===== src/hw/mos_pkg.sv =====
/*
 * shared widths, opcode field positions and enums for the 6502-style core slice.
 * every rtl file refers to these by scoped name
 */
`default_nettype none

package mos_pkg;

        localparam int REG_WIDTH = 8;
        localparam int ZP_DEPTH  = 256;

        // opcode byte is aaa_bbb_cc
        localparam int AAA_HI = 7;
        localparam int AAA_LO = 5;
        localparam int BBB_HI = 4;
        localparam int BBB_LO = 2;
        localparam int CC_HI  = 1;
        localparam int CC_LO  = 0;

        localparam logic [1:0] CC_GRP1 = 2'b01;     // ora/and/eor/adc/sta/lda
        localparam logic [1:0] CC_GRP2 = 2'b10;     // stx/ldx

        // bbb codes, group 1
        localparam logic [2:0] BBB1_IMM   = 3'b010;
        localparam logic [2:0] BBB1_ZPG   = 3'b001;
        localparam logic [2:0] BBB1_ZPG_X = 3'b101;
        // bbb codes, group 2
        localparam logic [2:0] BBB2_IMM   = 3'b000;
        localparam logic [2:0] BBB2_ZPG   = 3'b001;

        // write enable vector bits
        localparam int WE_A     = 0;
        localparam int WE_X     = 1;
        localparam int WE_MEM   = 2;
        localparam int WE_WIDTH = 3;

        typedef enum logic [3:0] {
                OPP_NOP, OPP_ORA, OPP_AND, OPP_EOR, OPP_ADC,
                OPP_STA, OPP_STX, OPP_LDA, OPP_LDX
        } opp_e;

        typedef enum logic [1:0] {
                AM_IMM, AM_ZPG, AM_ZPG_X
        } am_e;

        // source of the value written to the destination
        typedef enum logic [2:0] {
                SEL_IMM, SEL_MEM, SEL_A, SEL_X, SEL_ALU
        } sel_e;

        typedef enum logic [1:0] {
                ST_IDLE, ST_EXEC, ST_DONE
        } dec_state_e;

endpackage

`default_nettype wire

===== src/hw/cpu_core.sv =====
/*
 * top of the 6502-style core slice: decoder, address unit and execution unit.
 * one instruction per strobe, done pulses two cycles after the strobe edge
 */
`timescale 1ns/10ps
`default_nettype none

module cpu_core (
        input  logic                            clk,
        input  logic                            reset_n,
        input  logic                            instruction_ready,
        input  logic [mos_pkg::REG_WIDTH-1:0]   instruction_in,
        input  logic [mos_pkg::REG_WIDTH-1:0]   operand_in,
        output logic [mos_pkg::REG_WIDTH-1:0]   a_out,
        output logic [mos_pkg::REG_WIDTH-1:0]   x_out,
        output logic                            flag_n,
        output logic                            flag_z,
        output logic                            flag_c,
        output logic                            instruction_done,
        output logic                            illegal
);

        mos_pkg::opp_e                  opp;
        mos_pkg::am_e                   add_mode;
        logic [mos_pkg::WE_WIDTH-1:0]   we;
        mos_pkg::sel_e                  sel;
        logic                           exec_en;
        logic [mos_pkg::REG_WIDTH-1:0]  imm_value;
        logic [mos_pkg::REG_WIDTH-1:0]  eff_addr;

        decoder u_decoder (
                .clk               (clk),
                .reset_n           (reset_n),
                .instruction_ready (instruction_ready),
                .instruction_in    (instruction_in),
                .opp               (opp),
                .add_mode          (add_mode),
                .we                (we),
                .sel               (sel),
                .exec_en           (exec_en),
                .instruction_done  (instruction_done),
                .illegal           (illegal)
        );

        addr_unit u_addr_unit (
                .clk               (clk),
                .reset_n           (reset_n),
                .instruction_ready (instruction_ready),
                .exec_en           (exec_en),
                .operand_in        (operand_in),
                .x_in              (x_out),             // index comes straight from X
                .add_mode          (add_mode),
                .imm_value         (imm_value),
                .eff_addr          (eff_addr)
        );

        exec_unit u_exec_unit (
                .clk               (clk),
                .reset_n           (reset_n),
                .exec_en           (exec_en),
                .opp               (opp),
                .we                (we),
                .sel               (sel),
                .imm_value         (imm_value),
                .eff_addr          (eff_addr),
                .a_out             (a_out),
                .x_out             (x_out),
                .flag_n            (flag_n),
                .flag_z            (flag_z),
                .flag_c            (flag_c)
        );

endmodule

`default_nettype wire


===== src/hw/exec_unit.sv =====
/*
 * execution unit: A and X registers, N/Z/C flags, zero-page ram and the alu.
 * carries out the decoded operation during exec_en, results land on the closing edge
 */
`timescale 1ns/10ps
`default_nettype none

module exec_unit (
        input  logic                            clk,
        input  logic                            reset_n,
        input  logic                            exec_en,
        input  mos_pkg::opp_e                   opp,
        input  logic [mos_pkg::WE_WIDTH-1:0]    we,
        input  mos_pkg::sel_e                   sel,
        input  logic [mos_pkg::REG_WIDTH-1:0]   imm_value,
        input  logic [mos_pkg::REG_WIDTH-1:0]   eff_addr,
        output logic [mos_pkg::REG_WIDTH-1:0]   a_out,
        output logic [mos_pkg::REG_WIDTH-1:0]   x_out,
        output logic                            flag_n,
        output logic                            flag_z,
        output logic                            flag_c
);

        logic [mos_pkg::REG_WIDTH-1:0] a_q;
        logic [mos_pkg::REG_WIDTH-1:0] x_q;
        logic                          n_q;
        logic                          z_q;
        logic                          c_q;

        logic [mos_pkg::REG_WIDTH-1:0] zp_mem [mos_pkg::ZP_DEPTH];

        logic [mos_pkg::REG_WIDTH-1:0] mem_rd;
        logic [mos_pkg::REG_WIDTH-1:0] operand_b;
        logic [mos_pkg::REG_WIDTH:0]   sum;
        logic [mos_pkg::REG_WIDTH-1:0] alu_res;
        logic                          is_alu;
        mos_pkg::sel_e                 dst_sel;
        logic [mos_pkg::REG_WIDTH-1:0] wr_data;
        logic                          wr_reg;

        assign mem_rd    = zp_mem[eff_addr];                            // async read
        assign operand_b = (sel == mos_pkg::SEL_IMM) ? imm_value : mem_rd;

        assign is_alu = (opp == mos_pkg::OPP_ORA) || (opp == mos_pkg::OPP_AND) ||
                        (opp == mos_pkg::OPP_EOR) || (opp == mos_pkg::OPP_ADC);

        assign sum = {1'b0, a_q} + {1'b0, operand_b} + {{mos_pkg::REG_WIDTH{1'b0}}, c_q};

        always_comb begin
                case (opp)
                mos_pkg::OPP_ORA: alu_res = a_q | operand_b;
                mos_pkg::OPP_AND: alu_res = a_q & operand_b;
                mos_pkg::OPP_EOR: alu_res = a_q ^ operand_b;
                mos_pkg::OPP_ADC: alu_res = sum[mos_pkg::REG_WIDTH-1:0];
                default:          alu_res = operand_b;
                endcase
        end

        // alu ops override the operand source in sel
        assign dst_sel = is_alu ? mos_pkg::SEL_ALU : sel;

        always_comb begin
                case (dst_sel)
                mos_pkg::SEL_A:   wr_data = a_q;
                mos_pkg::SEL_X:   wr_data = x_q;
                mos_pkg::SEL_ALU: wr_data = alu_res;
                default:          wr_data = operand_b;          // loads, imm or mem
                endcase
        end

        assign wr_reg = we[mos_pkg::WE_A] | we[mos_pkg::WE_X];

        always_ff @(posedge clk) begin
                if (!reset_n) begin
                        a_q <= '0;
                        x_q <= '0;
                        n_q <= 1'b0;
                        z_q <= 1'b0;
                        c_q <= 1'b0;
                end else if (exec_en) begin
                        if (we[mos_pkg::WE_A])
                                a_q <= wr_data;
                        if (we[mos_pkg::WE_X])
                                x_q <= wr_data;
                        if (wr_reg) begin                       // stores keep the flags
                                n_q <= wr_data[mos_pkg::REG_WIDTH-1];
                                z_q <= (wr_data == '0);
                        end
                        if (opp == mos_pkg::OPP_ADC)
                                c_q <= sum[mos_pkg::REG_WIDTH];
                end
        end

        always_ff @(posedge clk) begin
                if (exec_en && we[mos_pkg::WE_MEM])
                        zp_mem[eff_addr] <= wr_data;
        end

        assign a_out  = a_q;
        assign x_out  = x_q;
        assign flag_n = n_q;
        assign flag_z = z_q;
        assign flag_c = c_q;

        // address from addr_unit must be known whenever ram is touched
        a_addr_known: assert property (@(posedge clk) disable iff (!reset_n)
                exec_en && (we[mos_pkg::WE_MEM] || sel == mos_pkg::SEL_MEM)
                |-> !$isunknown(eff_addr))
                else $error("zero-page access with unknown address");

endmodule

`default_nettype wire


===== src/hw/addr_unit.sv =====
/*
 * operand latch and zero-page address former.
 * operand is captured on the strobe, eff_addr is valid combinationally while exec_en is high
 */
`timescale 1ns/10ps
`default_nettype none

module addr_unit (
        input  logic                            clk,
        input  logic                            reset_n,
        input  logic                            instruction_ready,
        input  logic                            exec_en,
        input  logic [mos_pkg::REG_WIDTH-1:0]   operand_in,
        input  logic [mos_pkg::REG_WIDTH-1:0]   x_in,
        input  mos_pkg::am_e                    add_mode,
        output logic [mos_pkg::REG_WIDTH-1:0]   imm_value,
        output logic [mos_pkg::REG_WIDTH-1:0]   eff_addr
);

        logic [mos_pkg::REG_WIDTH-1:0] operand_q;

        // operand only valid in the strobe cycle
        always_ff @(posedge clk) begin
                if (!reset_n)
                        operand_q <= '0;
                else if (instruction_ready)
                        operand_q <= operand_in;
        end

        assign imm_value = operand_q;

        always_comb begin
                case (add_mode)
                mos_pkg::AM_ZPG_X: eff_addr = operand_q + x_in;     // wraps inside page 0
                default:           eff_addr = operand_q;
                endcase
        end

        // indexed access needs a known x from exec_unit
        a_x_known: assert property (@(posedge clk) disable iff (!reset_n)
                exec_en && add_mode == mos_pkg::AM_ZPG_X |-> !$isunknown(x_in))
                else $error("indexed access with unknown x");

endmodule

`default_nettype wire


===== src/hw/decoder.sv =====
/*
 * opcode decoder and instruction sequencer.
 * takes one opcode per instruction_ready strobe, runs one execute cycle, then pulses done
 */
`timescale 1ns/10ps
`default_nettype none

module decoder (
        input  logic                            clk,
        input  logic                            reset_n,
        input  logic                            instruction_ready,
        input  logic [mos_pkg::REG_WIDTH-1:0]   instruction_in,
        output mos_pkg::opp_e                   opp,
        output mos_pkg::am_e                    add_mode,
        output logic [mos_pkg::WE_WIDTH-1:0]    we,
        output mos_pkg::sel_e                   sel,
        output logic                            exec_en,
        output logic                            instruction_done,
        output logic                            illegal
);

        mos_pkg::dec_state_e state;

        logic [2:0] aaa;
        logic [2:0] bbb;
        logic [1:0] cc;

        mos_pkg::opp_e                  dec_opp;
        mos_pkg::am_e                   dec_mode;
        logic [mos_pkg::WE_WIDTH-1:0]   dec_we;
        mos_pkg::sel_e                  dec_sel;
        logic                           dec_ok;

        assign aaa = instruction_in[mos_pkg::AAA_HI:mos_pkg::AAA_LO];
        assign bbb = instruction_in[mos_pkg::BBB_HI:mos_pkg::BBB_LO];
        assign cc  = instruction_in[mos_pkg::CC_HI:mos_pkg::CC_LO];

        always_comb begin
                dec_opp  = mos_pkg::OPP_NOP;
                dec_mode = mos_pkg::AM_IMM;
                dec_we   = '0;
                dec_sel  = mos_pkg::SEL_IMM;
                dec_ok   = 1'b0;

                case (cc)
                mos_pkg::CC_GRP1: begin
                        dec_ok = 1'b1;
                        case (bbb)
                        mos_pkg::BBB1_IMM:   dec_mode = mos_pkg::AM_IMM;
                        mos_pkg::BBB1_ZPG:   dec_mode = mos_pkg::AM_ZPG;
                        mos_pkg::BBB1_ZPG_X: dec_mode = mos_pkg::AM_ZPG_X;
                        default:             dec_ok = 1'b0;
                        endcase
                        case (aaa)
                        3'b000:  dec_opp = mos_pkg::OPP_ORA;
                        3'b001:  dec_opp = mos_pkg::OPP_AND;
                        3'b010:  dec_opp = mos_pkg::OPP_EOR;
                        3'b011:  dec_opp = mos_pkg::OPP_ADC;
                        3'b100:  dec_opp = mos_pkg::OPP_STA;
                        3'b101:  dec_opp = mos_pkg::OPP_LDA;
                        default: dec_ok = 1'b0;
                        endcase
                        // 0x89 has no store target, a nop on the real part too
                        if (aaa == 3'b100 && bbb == mos_pkg::BBB1_IMM)
                                dec_ok = 1'b0;
                end
                mos_pkg::CC_GRP2: begin
                        dec_ok = 1'b1;
                        case (aaa)
                        3'b100:  dec_opp = mos_pkg::OPP_STX;
                        3'b101:  dec_opp = mos_pkg::OPP_LDX;
                        default: dec_ok = 1'b0;
                        endcase
                        case (bbb)
                        mos_pkg::BBB2_IMM: dec_mode = mos_pkg::AM_IMM;
                        mos_pkg::BBB2_ZPG: dec_mode = mos_pkg::AM_ZPG;
                        default:           dec_ok = 1'b0;
                        endcase
                        if (aaa == 3'b100 && bbb == mos_pkg::BBB2_IMM)
                                dec_ok = 1'b0;          // stx imm
                end
                default: ;
                endcase

                if (!dec_ok) begin
                        dec_opp  = mos_pkg::OPP_NOP;
                        dec_mode = mos_pkg::AM_IMM;
                end

                // alu ops carry their operand source in sel, exec_unit routes the result
                case (dec_opp)
                mos_pkg::OPP_ORA, mos_pkg::OPP_AND, mos_pkg::OPP_EOR, mos_pkg::OPP_ADC,
                mos_pkg::OPP_LDA: begin
                        dec_we[mos_pkg::WE_A] = 1'b1;
                        dec_sel = (dec_mode == mos_pkg::AM_IMM) ? mos_pkg::SEL_IMM
                                                                : mos_pkg::SEL_MEM;
                end
                mos_pkg::OPP_LDX: begin
                        dec_we[mos_pkg::WE_X] = 1'b1;
                        dec_sel = (dec_mode == mos_pkg::AM_IMM) ? mos_pkg::SEL_IMM
                                                                : mos_pkg::SEL_MEM;
                end
                mos_pkg::OPP_STA: begin
                        dec_we[mos_pkg::WE_MEM] = 1'b1;
                        dec_sel = mos_pkg::SEL_A;
                end
                mos_pkg::OPP_STX: begin
                        dec_we[mos_pkg::WE_MEM] = 1'b1;
                        dec_sel = mos_pkg::SEL_X;
                end
                default: ;
                endcase
        end

        always_ff @(posedge clk) begin
                if (!reset_n) begin
                        state    <= mos_pkg::ST_IDLE;
                        opp      <= mos_pkg::OPP_NOP;
                        add_mode <= mos_pkg::AM_IMM;
                        we       <= '0;
                        sel      <= mos_pkg::SEL_IMM;
                        illegal  <= 1'b0;
                end else begin
                        case (state)
                        mos_pkg::ST_IDLE: begin
                                if (instruction_ready) begin
                                        opp      <= dec_opp;
                                        add_mode <= dec_mode;
                                        we       <= dec_we;
                                        sel      <= dec_sel;
                                        illegal  <= !dec_ok;
                                        state    <= mos_pkg::ST_EXEC;
                                end
                        end
                        mos_pkg::ST_EXEC: begin
                                opp   <= mos_pkg::OPP_NOP;      // controls drop after execute
                                we    <= '0;
                                sel   <= mos_pkg::SEL_IMM;
                                state <= mos_pkg::ST_DONE;
                        end
                        default: state <= mos_pkg::ST_IDLE;
                        endcase
                end
        end

        assign exec_en          = (state == mos_pkg::ST_EXEC);
        assign instruction_done = (state == mos_pkg::ST_DONE);

        // host must wait for done before the next strobe
        a_strobe_idle: assert property (@(posedge clk) disable iff (!reset_n)
                instruction_ready |-> state == mos_pkg::ST_IDLE)
                else $error("instruction_ready while decoder busy");

        a_we_onehot: assert property (@(posedge clk) disable iff (!reset_n)
                $onehot0(we))
                else $error("more than one write enable set");

endmodule

`default_nettype wire


===== config.mk =====
export PLATFORM = sky130hd
export DESIGN_NAME = cpu_core
export DESIGN_NICKNAME = d
export VERILOG_FILES = /design/src/hw/mos_pkg.sv /design/src/hw/cpu_core.sv /design/src/hw/exec_unit.sv /design/src/hw/addr_unit.sv /design/src/hw/decoder.sv
export SDC_FILE = /design/constraint.sdc
export NUM_CORES = 2
export LEC_CHECK = 0
export ABC_AREA = 1
export ABC_CLOCK_PERIOD_IN_PS = 10730
export BUFFER_PORTS_ARGS = -buffer_cell sky130_fd_sc_hd__buf_2
export CAP_MARGIN = 20
export CORE_ASPECT_RATIO = 0.9
export CORE_MARGIN = 2
export CORE_UTILIZATION = 55
export DETAILED_ROUTE_END_ITERATION = 7
export HOLD_SLACK_MARGIN = 0.02
export PLACE_DENSITY = 0.73
export SYNTH_ARGS = -nofsm -noshare
export SYNTH_HDL_FRONTEND = slang
export SYNTH_SLANG_ARGS = --single-unit

===== constraint.sdc =====
create_clock -name clk -period 10.73 [get_ports clk]
set_input_delay 2.146 -clock clk [delete_from_list [all_inputs] [get_ports clk]]
set_output_delay 2.146 -clock clk [all_outputs]
set_load 0.1 [all_outputs]

# Yosys cells after proc, flatten, opt, wreduce, memory -nomap -nowiden
# Memory sizes are Yosys's and may differ from the RTL's.
# Cells that the tools add are included.
dict set report word_totals {
  word_cells 111
  out_inout_bits 21
  input_bits 19
  ramBits 2048
  register_bits 42
  n_memories 1
}
# memory depth word_bits read_ports rd_clocked_by_memory_dff wr line
set mem_list {}
lappend mem_list {u_exec_unit.zp_mem 256 8 1 0 1 exec_unit.sv:30} ;# logic [mos_pkg::REG_WIDTH-1:0] zp_mem [mos_pkg::ZP_DEPTH];
dict set report classes {
  bitwise 4
  n_eq_ne 29
  add_sub_neg 3
  muxes 35
  n_reduce_logical 27
}
# cell n
set ops {}
lappend ops {{one-hot mux 8 bit (4 select lines)} 1}
lappend ops {{one-hot mux 4 bit (2 select lines)} 3}
lappend ops {{one-hot mux 8 bit (3 select lines)} 1}
lappend ops {{equality test 4 x 3 -> 1 bit, second input constant} 5}
lappend ops {{one-hot mux 3 bit (6 select lines)} 1}
lappend ops {{equality test 4 x 2 -> 1 bit, second input constant} 4}
lappend ops {{two-way mux 8 bit} 2}
lappend ops {{equality test 3 x 2 -> 1 bit, second input constant} 5}
lappend ops {{two-way mux 1 bit} 13}
lappend ops {{equality test 3 bit, second input constant} 4}
lappend ops {{one-hot mux 2 bit (2 select lines)} 3}
lappend ops {{one-hot mux 3 bit (2 select lines)} 2}
lappend ops {{AND reduction 2 bit} 6}
lappend ops {{OR reduction 6 bit} 2}
lappend ops {{adder 8 x 8 -> 9 bit} 1}
lappend ops {{adder 9 x 1 -> 9 bit} 1}
lappend ops {{logical NOT 3 bit} 3}
lappend ops {{two-way mux 3 bit} 3}
lappend ops {{one-hot mux 3 bit (3 select lines)} 1}
lappend ops {{adder 8 bit} 1}
lappend ops {{AND 8 bit} 1}
lappend ops {{equality test 4 x 1 -> 1 bit, second input constant} 2}
lappend ops {{logical NOT 8 bit} 1}
lappend ops {{two-way mux 4 bit} 2}
lappend ops {{other kinds (18)} 30}

# Longest topological paths before layout
dict set report depth {
  ltp_word 12
  ltp_mapped 41
  ltp_nobuf 38
}

# Cells and area by module
# From an unflattened synthesis, not the netlist that was laid out.
dict set report hier_totals {
  cells_unflattened 7743
  area_unflattened_um2 85385.6
}
# mod n_inst area_each_um2 seq_area_each_um2 cells_per_inst
set modules_own_cells {}
lappend modules_own_cells {exec_unit 1 83839.2 61879.3 7501}
lappend modules_own_cells {decoder 1 827.0 280.3 124}
lappend modules_own_cells {addr_unit 1 719.4 160.2 118}

# Worst setup path before layout
# No wires, ideal clock.
dict set report synth_path {
  path_kind {register to register}
  startpoint {register u_exec_unit.x_q, in the netlist u_exec_unit.x_out[0]}
  endpoint {memory u_exec_unit.zp_mem[0][7] (netlist name) (data pin)}
  setup_ps 773
  period_less_slack_ps 8432
  t_arrival_ps 7658
  slack_ps 2298
  stages_incl_launch_ff 36
  n_path_buf 2
  required_time_ps 9957
  path_cell_list {dfxtp_1 > ha_1 > fa_1 > inv_1 > o21ai_2 > buf_6 > nand2_4 > clkbuf_1 > nor2_1 > nor2_1 > nand3_1 > nand2_1 > nand4_1 > nand2_1 > nand2_1 > nor2_1 > nor2_1 > nor2_1 > nand2_1 > nand2_1 > inv_1 > fa_1 > inv_1 > a21oi_1 > o21bai_1 > nand2_1 > nand2_1 > a21oi_1 > or2_2 > nand2_1 > a21oi_1 > nand2_1 > nand2_1 > o211ai_1 > nand2_2 > inv_1}
}
dict set report synth_via {
  elab_chain_cells 8
  elab_cells_between_ends 11
  classes_between {3 x add/sub; 4 x mux; 3 x bitwise; 1 x memory}
}
# element line
set synth_rtl {}
lappend synth_rtl {{start: declaration} exec_unit.sv:25} ;# logic [mos_pkg::REG_WIDTH-1:0] x_q;
lappend synth_rtl {{start signal: assignment} exec_unit.sv:84} ;# x_q <= wr_data;
lappend synth_rtl {{adder 8 bit *} addr_unit.sv:34} ;# mos_pkg::AM_ZPG_X: eff_addr = operand_q + x_in;
lappend synth_rtl {{two-way mux 8 bit *} addr_unit.sv:33} ;# case (add_mode)
lappend synth_rtl {{memory read (256 x 8 bit) *} --}
lappend synth_rtl {{two-way mux 8 bit *} exec_unit.sv:42} ;# assign operand_b = (sel == mos_pkg::SEL_IMM) ? imm_value : mem_rd;
lappend synth_rtl {{adder 8 x 8 -> 9 bit} exec_unit.sv:47} ;# assign sum = {1'b0, a_q} + {1'b0, operand_b} + {{mos_pkg::REG_WIDTH{1'b0}}, c_q};
lappend synth_rtl {{adder 9 x 1 -> 9 bit} exec_unit.sv:47}
lappend synth_rtl {{one-hot mux 8 bit (4 select lines)} exec_unit.sv:50} ;# case (opp)
lappend synth_rtl {{one-hot mux 8 bit (3 select lines) *} exec_unit.sv:63} ;# case (dst_sel)
lappend synth_rtl {{via u_exec_unit.wr_data, one bit} exec_unit.sv:38} ;# logic [mos_pkg::REG_WIDTH-1:0] wr_data;
lappend synth_rtl {{end: declaration} exec_unit.sv:30}
# The timed path passes the listed nets; every way through them passes the cells marked *.

# Worst setup path in the final report
dict set report layout_path {
  startpoint {register u_exec_unit.x_q, in the netlist u_exec_unit.x_out[0]}
  endpoint {memory u_exec_unit.zp_mem[79][6] (netlist name) (data pin)}
}
# Same word-level chain as after synthesis.

==> flow_metrics.py <==
metrics = {
    "cts": {
        "cts.clk_slew.worst_paths_ns": 0.06,
        "cts.path.max_buffers": 3,
        "post_cts_buffers": 0,
        "clock-sinks": 2089,
        "htree_levels": 4,
        "root_buffer": "clkbuf_16",
        "insertion_delay_ns": 0.86,
        "ctsHoldBuffers": 0,
        "cts_buffers": 197,
        "cts_tree": "built",
        "post_cts_resize_count": 0,
    },
    "timing": {
        "rsz0062_at_grt": "false",
        "worst_pin_slew_ns": 1.205,
        "final_max_slew_viol_count": 0,
        "finalCriticalPeriod_ns": 8.264,
        "finClkSkew_ns": 0.03425,
        "slew_headroom": 0.1938,
        "finalHoldViolations": 0,
        "fmax_ghz": 0.1210,
        "fin_crit_sh": 0.7702,
        "fin_setup_tns_ns": 0,
        "setup_viol": 0,
    },
    "critical_path": {
        "r2r-start": "u_exec_unit.x_out[0]",
        "slowest_stage": "buf_4",
        "cp-start-kind": "flop",
        "timing.critical_path.mode_cell": "nand2_1",
        "critical_path.max_stage_delay_ns": 0.58,
        "cp.required_ns": 11.29,
        "crit_path_max_fanout": 125,
        "end_kind": "flop",
        "critPathLaunch": "u_exec_unit.x_out[0]",
        "crit_type": "flop to flop",
        "cp_num_buf_inv": 7,
        "critPathTopFamily": "simple AND/OR/NAND/NOR gates",
        "worstPathArrival_ns": 8.83,
    },
    "detailed_routing": {
        "dr.first_iter.drc_count": 9403,
        "wire_per_inst_um": 21.43,
        "met1_length_um": 94660,
        "met3WireLength_um": 28860,
        "antenna_left": 0,
        "routed-wl-met2_um": 111200,
        "dr.max_layer_used": "met5",
        "drc": 5,
        "firstDrtPassIters": 8,
        "drt_wl_total_um": 246200,
        "dr_total_vias": 63840,
        "viasPerCell": 5.557,
    },
    "cells_and_area": {
        "finalInstanceArea_mm2": 0.09965,
        "num-fill-cells": 13330,
        "n_antenna_cell": 0,
        "drive_above_1_share": 0.05466,
        "nets": 9151,
        "syn2layout_area_growth_pct": 8.680,
    },
    "logic_synthesis": {
        "ys_seq_elements": 2089,
        "synth_cells": 9210,
        "yosys_warnings": 0,
        "avgSynthCellArea_um2": 9.956,
        "synthDistinctLibCells": 43,
        "syn-num-nets": 9257,
        "ys_seq_area_frac": 0.6797,
        "netlist_area_mm2": 0.09169,
    },
    "placed_design": {
        "io_buffers": 39,
        "place.gp.congestion": 0.9158,
        "hpwl_um": 138700,
        "place_area_mm2": 0.09343,
    },
    "floorplan": {
        "die_area_mm2": 0.1700,
        "start_util": 0.5526,
        "die_y_um": 391.4,
        "die_width_um": 434.4,
        "core_area_mm2": 0.1659,
        "core.rowCount": 142,
        "ioPinCount": 40,
    },
    "power": {
        "power.density_mw_per_mm2": 177.3,
        "p_leak_nw": 41.50,
        "ir_drop_mv": 0.1765,
    },
    "grt": {
        "antenna_found_initial": 8,
        "grt-ovfl-total": 0,
        "grt_pass1_wl_um": 368800,
        "grt_pass1_vias": 60320,
        "grt_usage": 0.2894,
        "grt_max_degree": 184,
    },
    "flow_run": {
        "max_cap_viol_count": 0,
    },
    "hold_path": {
        "holdCritPathClass": "flop to flop",
        "min-delay-start": "u_exec_unit.flag_z",
    },
    "run_status": {
        "failed_checks": "design-rule violations",
        "status": "complete, but fails checks",
    },
}
cells in the mapped netlist, drive strengths merged:
| master | number | area (um^2) |
|---|---|---|
| a211oi | 1 | 7.510 |
| a21boi | 1 | 7.510 |
| a21oi | 49 | 252.8 |
| a221oi | 6 | 52.55 |
| a22oi | 1 | 7.510 |
| buf | 332 | 1973 |
| clkbuf | 113 | 424.2 |
| dfxtp | 41 | 820.8 |
| edfxtp | 2048 | 61500 |
| fa | 3 | 60.06 |
| ha | 25 | 312.8 |
| inv | 1015 | 3810 |
| nand2 | 3880 | 14610 |
| nand3 | 121 | 610.6 |
| nand3b | 33 | 247.7 |
| nand4 | 39 | 244.0 |
| nor2 | 861 | 3251 |
| nor3 | 9 | 45.04 |
| nor3b | 1 | 7.510 |
| o2111ai | 5 | 43.79 |
| o211ai | 17 | 127.6 |
| o21ai | 455 | 2307 |
| o21bai | 2 | 15.01 |
| o22ai | 88 | 550.5 |
| or2 | 61 | 381.6 |
| xnor2 | 1 | 8.760 |
| xor2 | 2 | 17.52 |
worst min-delay path, stage by stage, from the launching register on:
cell,delay (ns)
dfxtp_1,0.31
nand2_1,0.08
a21oi_2,0.05
power by group:
part,internal (mW),switching [mW]
Combinational,0.426,1.44
Sequential,9.01,0.00395
Clock,3.75,3.04
per-layer routing:
metal	vias to the layer above	GRT usage
met5	-	0
met1	29990	0.3954
met3	661	0.06525
li1	29340	-
met4	10	0.1304
met2	3841	0.4450
cell usage in the layout (no fill, tap or decap), types with 4 or more instances in the layout:
cell type,netlist,layout
nand2_1,3872,3862
edfxtp_1,2048,2048
inv_1,1008,1001
nor2_1,859,853
o21ai_0,409,409
clkbuf_16,0,204
nand3_1,120,119
o22ai_1,88,88
buf_4,50,78
or2_2,49,49
clkinv_1,0,49
a21oi_1,47,46
o21ai_1,42,42
dfxtp_1,41,41
buf_2,233,40
nand4_1,39,39
clkbuf_1,113,35
nand3b_1,33,33
clkinv_2,0,29
ha_1,25,25
buf_12,0,18
o211ai_1,17,17
clkinvlp_4,0,12
bufinv_16,0,12
nand2_2,5,10
nor3_1,9,9
inv_8,0,8
or2_0,7,7
inv_6,0,6
nor2_4,0,6
a221oi_1,6,6
nand2_4,2,5
o2111ai_1,5,5
or2_1,5,5
inv_2,7,4
logic make-up after synthesis:
family	share of synthesized area
buf+inv	0.06770
compound gates	0.03677
fa+ha+maj	0.004066
simple gates	0.2115
xor+xnor	0.0002866
flops	0.6797
registers in the layout, indices dropped and copies added (netlist names):
signal	flops
u_exec_unit.zp_mem	2048
u_addr_unit.imm_value	8
u_exec_unit.a_out	8
u_exec_unit.x_out	8
u_decoder.opp	4
u_decoder.we	3
u_decoder.add_mode	2
u_decoder.sel	2
u_decoder.state	2
u_decoder.illegal	1
u_exec_unit.flag_c	1
u_exec_unit.flag_n	1
u_exec_unit.flag_z	1
through the flow:
step / util / std cells / setup WS [ns] / hold slack, ns / total power, mW
after floorplan: - / 9210 / 2.298 / 0.4472 / 10.43
after global placement: 0.5630 / 11130 / 2.712 / 0.4623 / 10.98
after detailed placement: 0.5630 / 11130 / 2.653 / 0.4673 / 11.00
after CTS: 0.6000 / 11480 / 2.580 / 0.4784 / 17.63
after global routing: 0.6005 / 11490 / 1.916 / 0.4894 / 18.14
final: 0.6005 / 11490 / 2.466 / 0.4797 / 17.67
layout make-up:
cell class | count | area (um^2) | area share
Sequential cell | 2089 | 62320 | 0.6254
Multi-Input combinational cell | 5661 | 23310 | 0.2339
Clock buffer | 239 | 5236 | 0.05255
Inverter | 1015 | 3877 | 0.03891
Tap cell | 2232 | 2793 | 0.02802
Timing Repair Buffer | 140 | 1210 | 0.01214
Clock inverter | 113 | 905.9 | 0.009090
worst paths after layout:
kind / slack [ns] / cells past startpoint / to
worst max-delay path: 2.47 / 35 / u_exec_unit.zp_mem[79][6]
worst min register to register: 0.48 / 2 / u_exec_unit.flag_z
worst max register to register: 2.47 / 35 / u_exec_unit.zp_mem[79][6]
worst min-delay path: 0.48 / 2 / u_exec_unit.flag_z
Note: power is estimated with default switching activity, not from simulation.
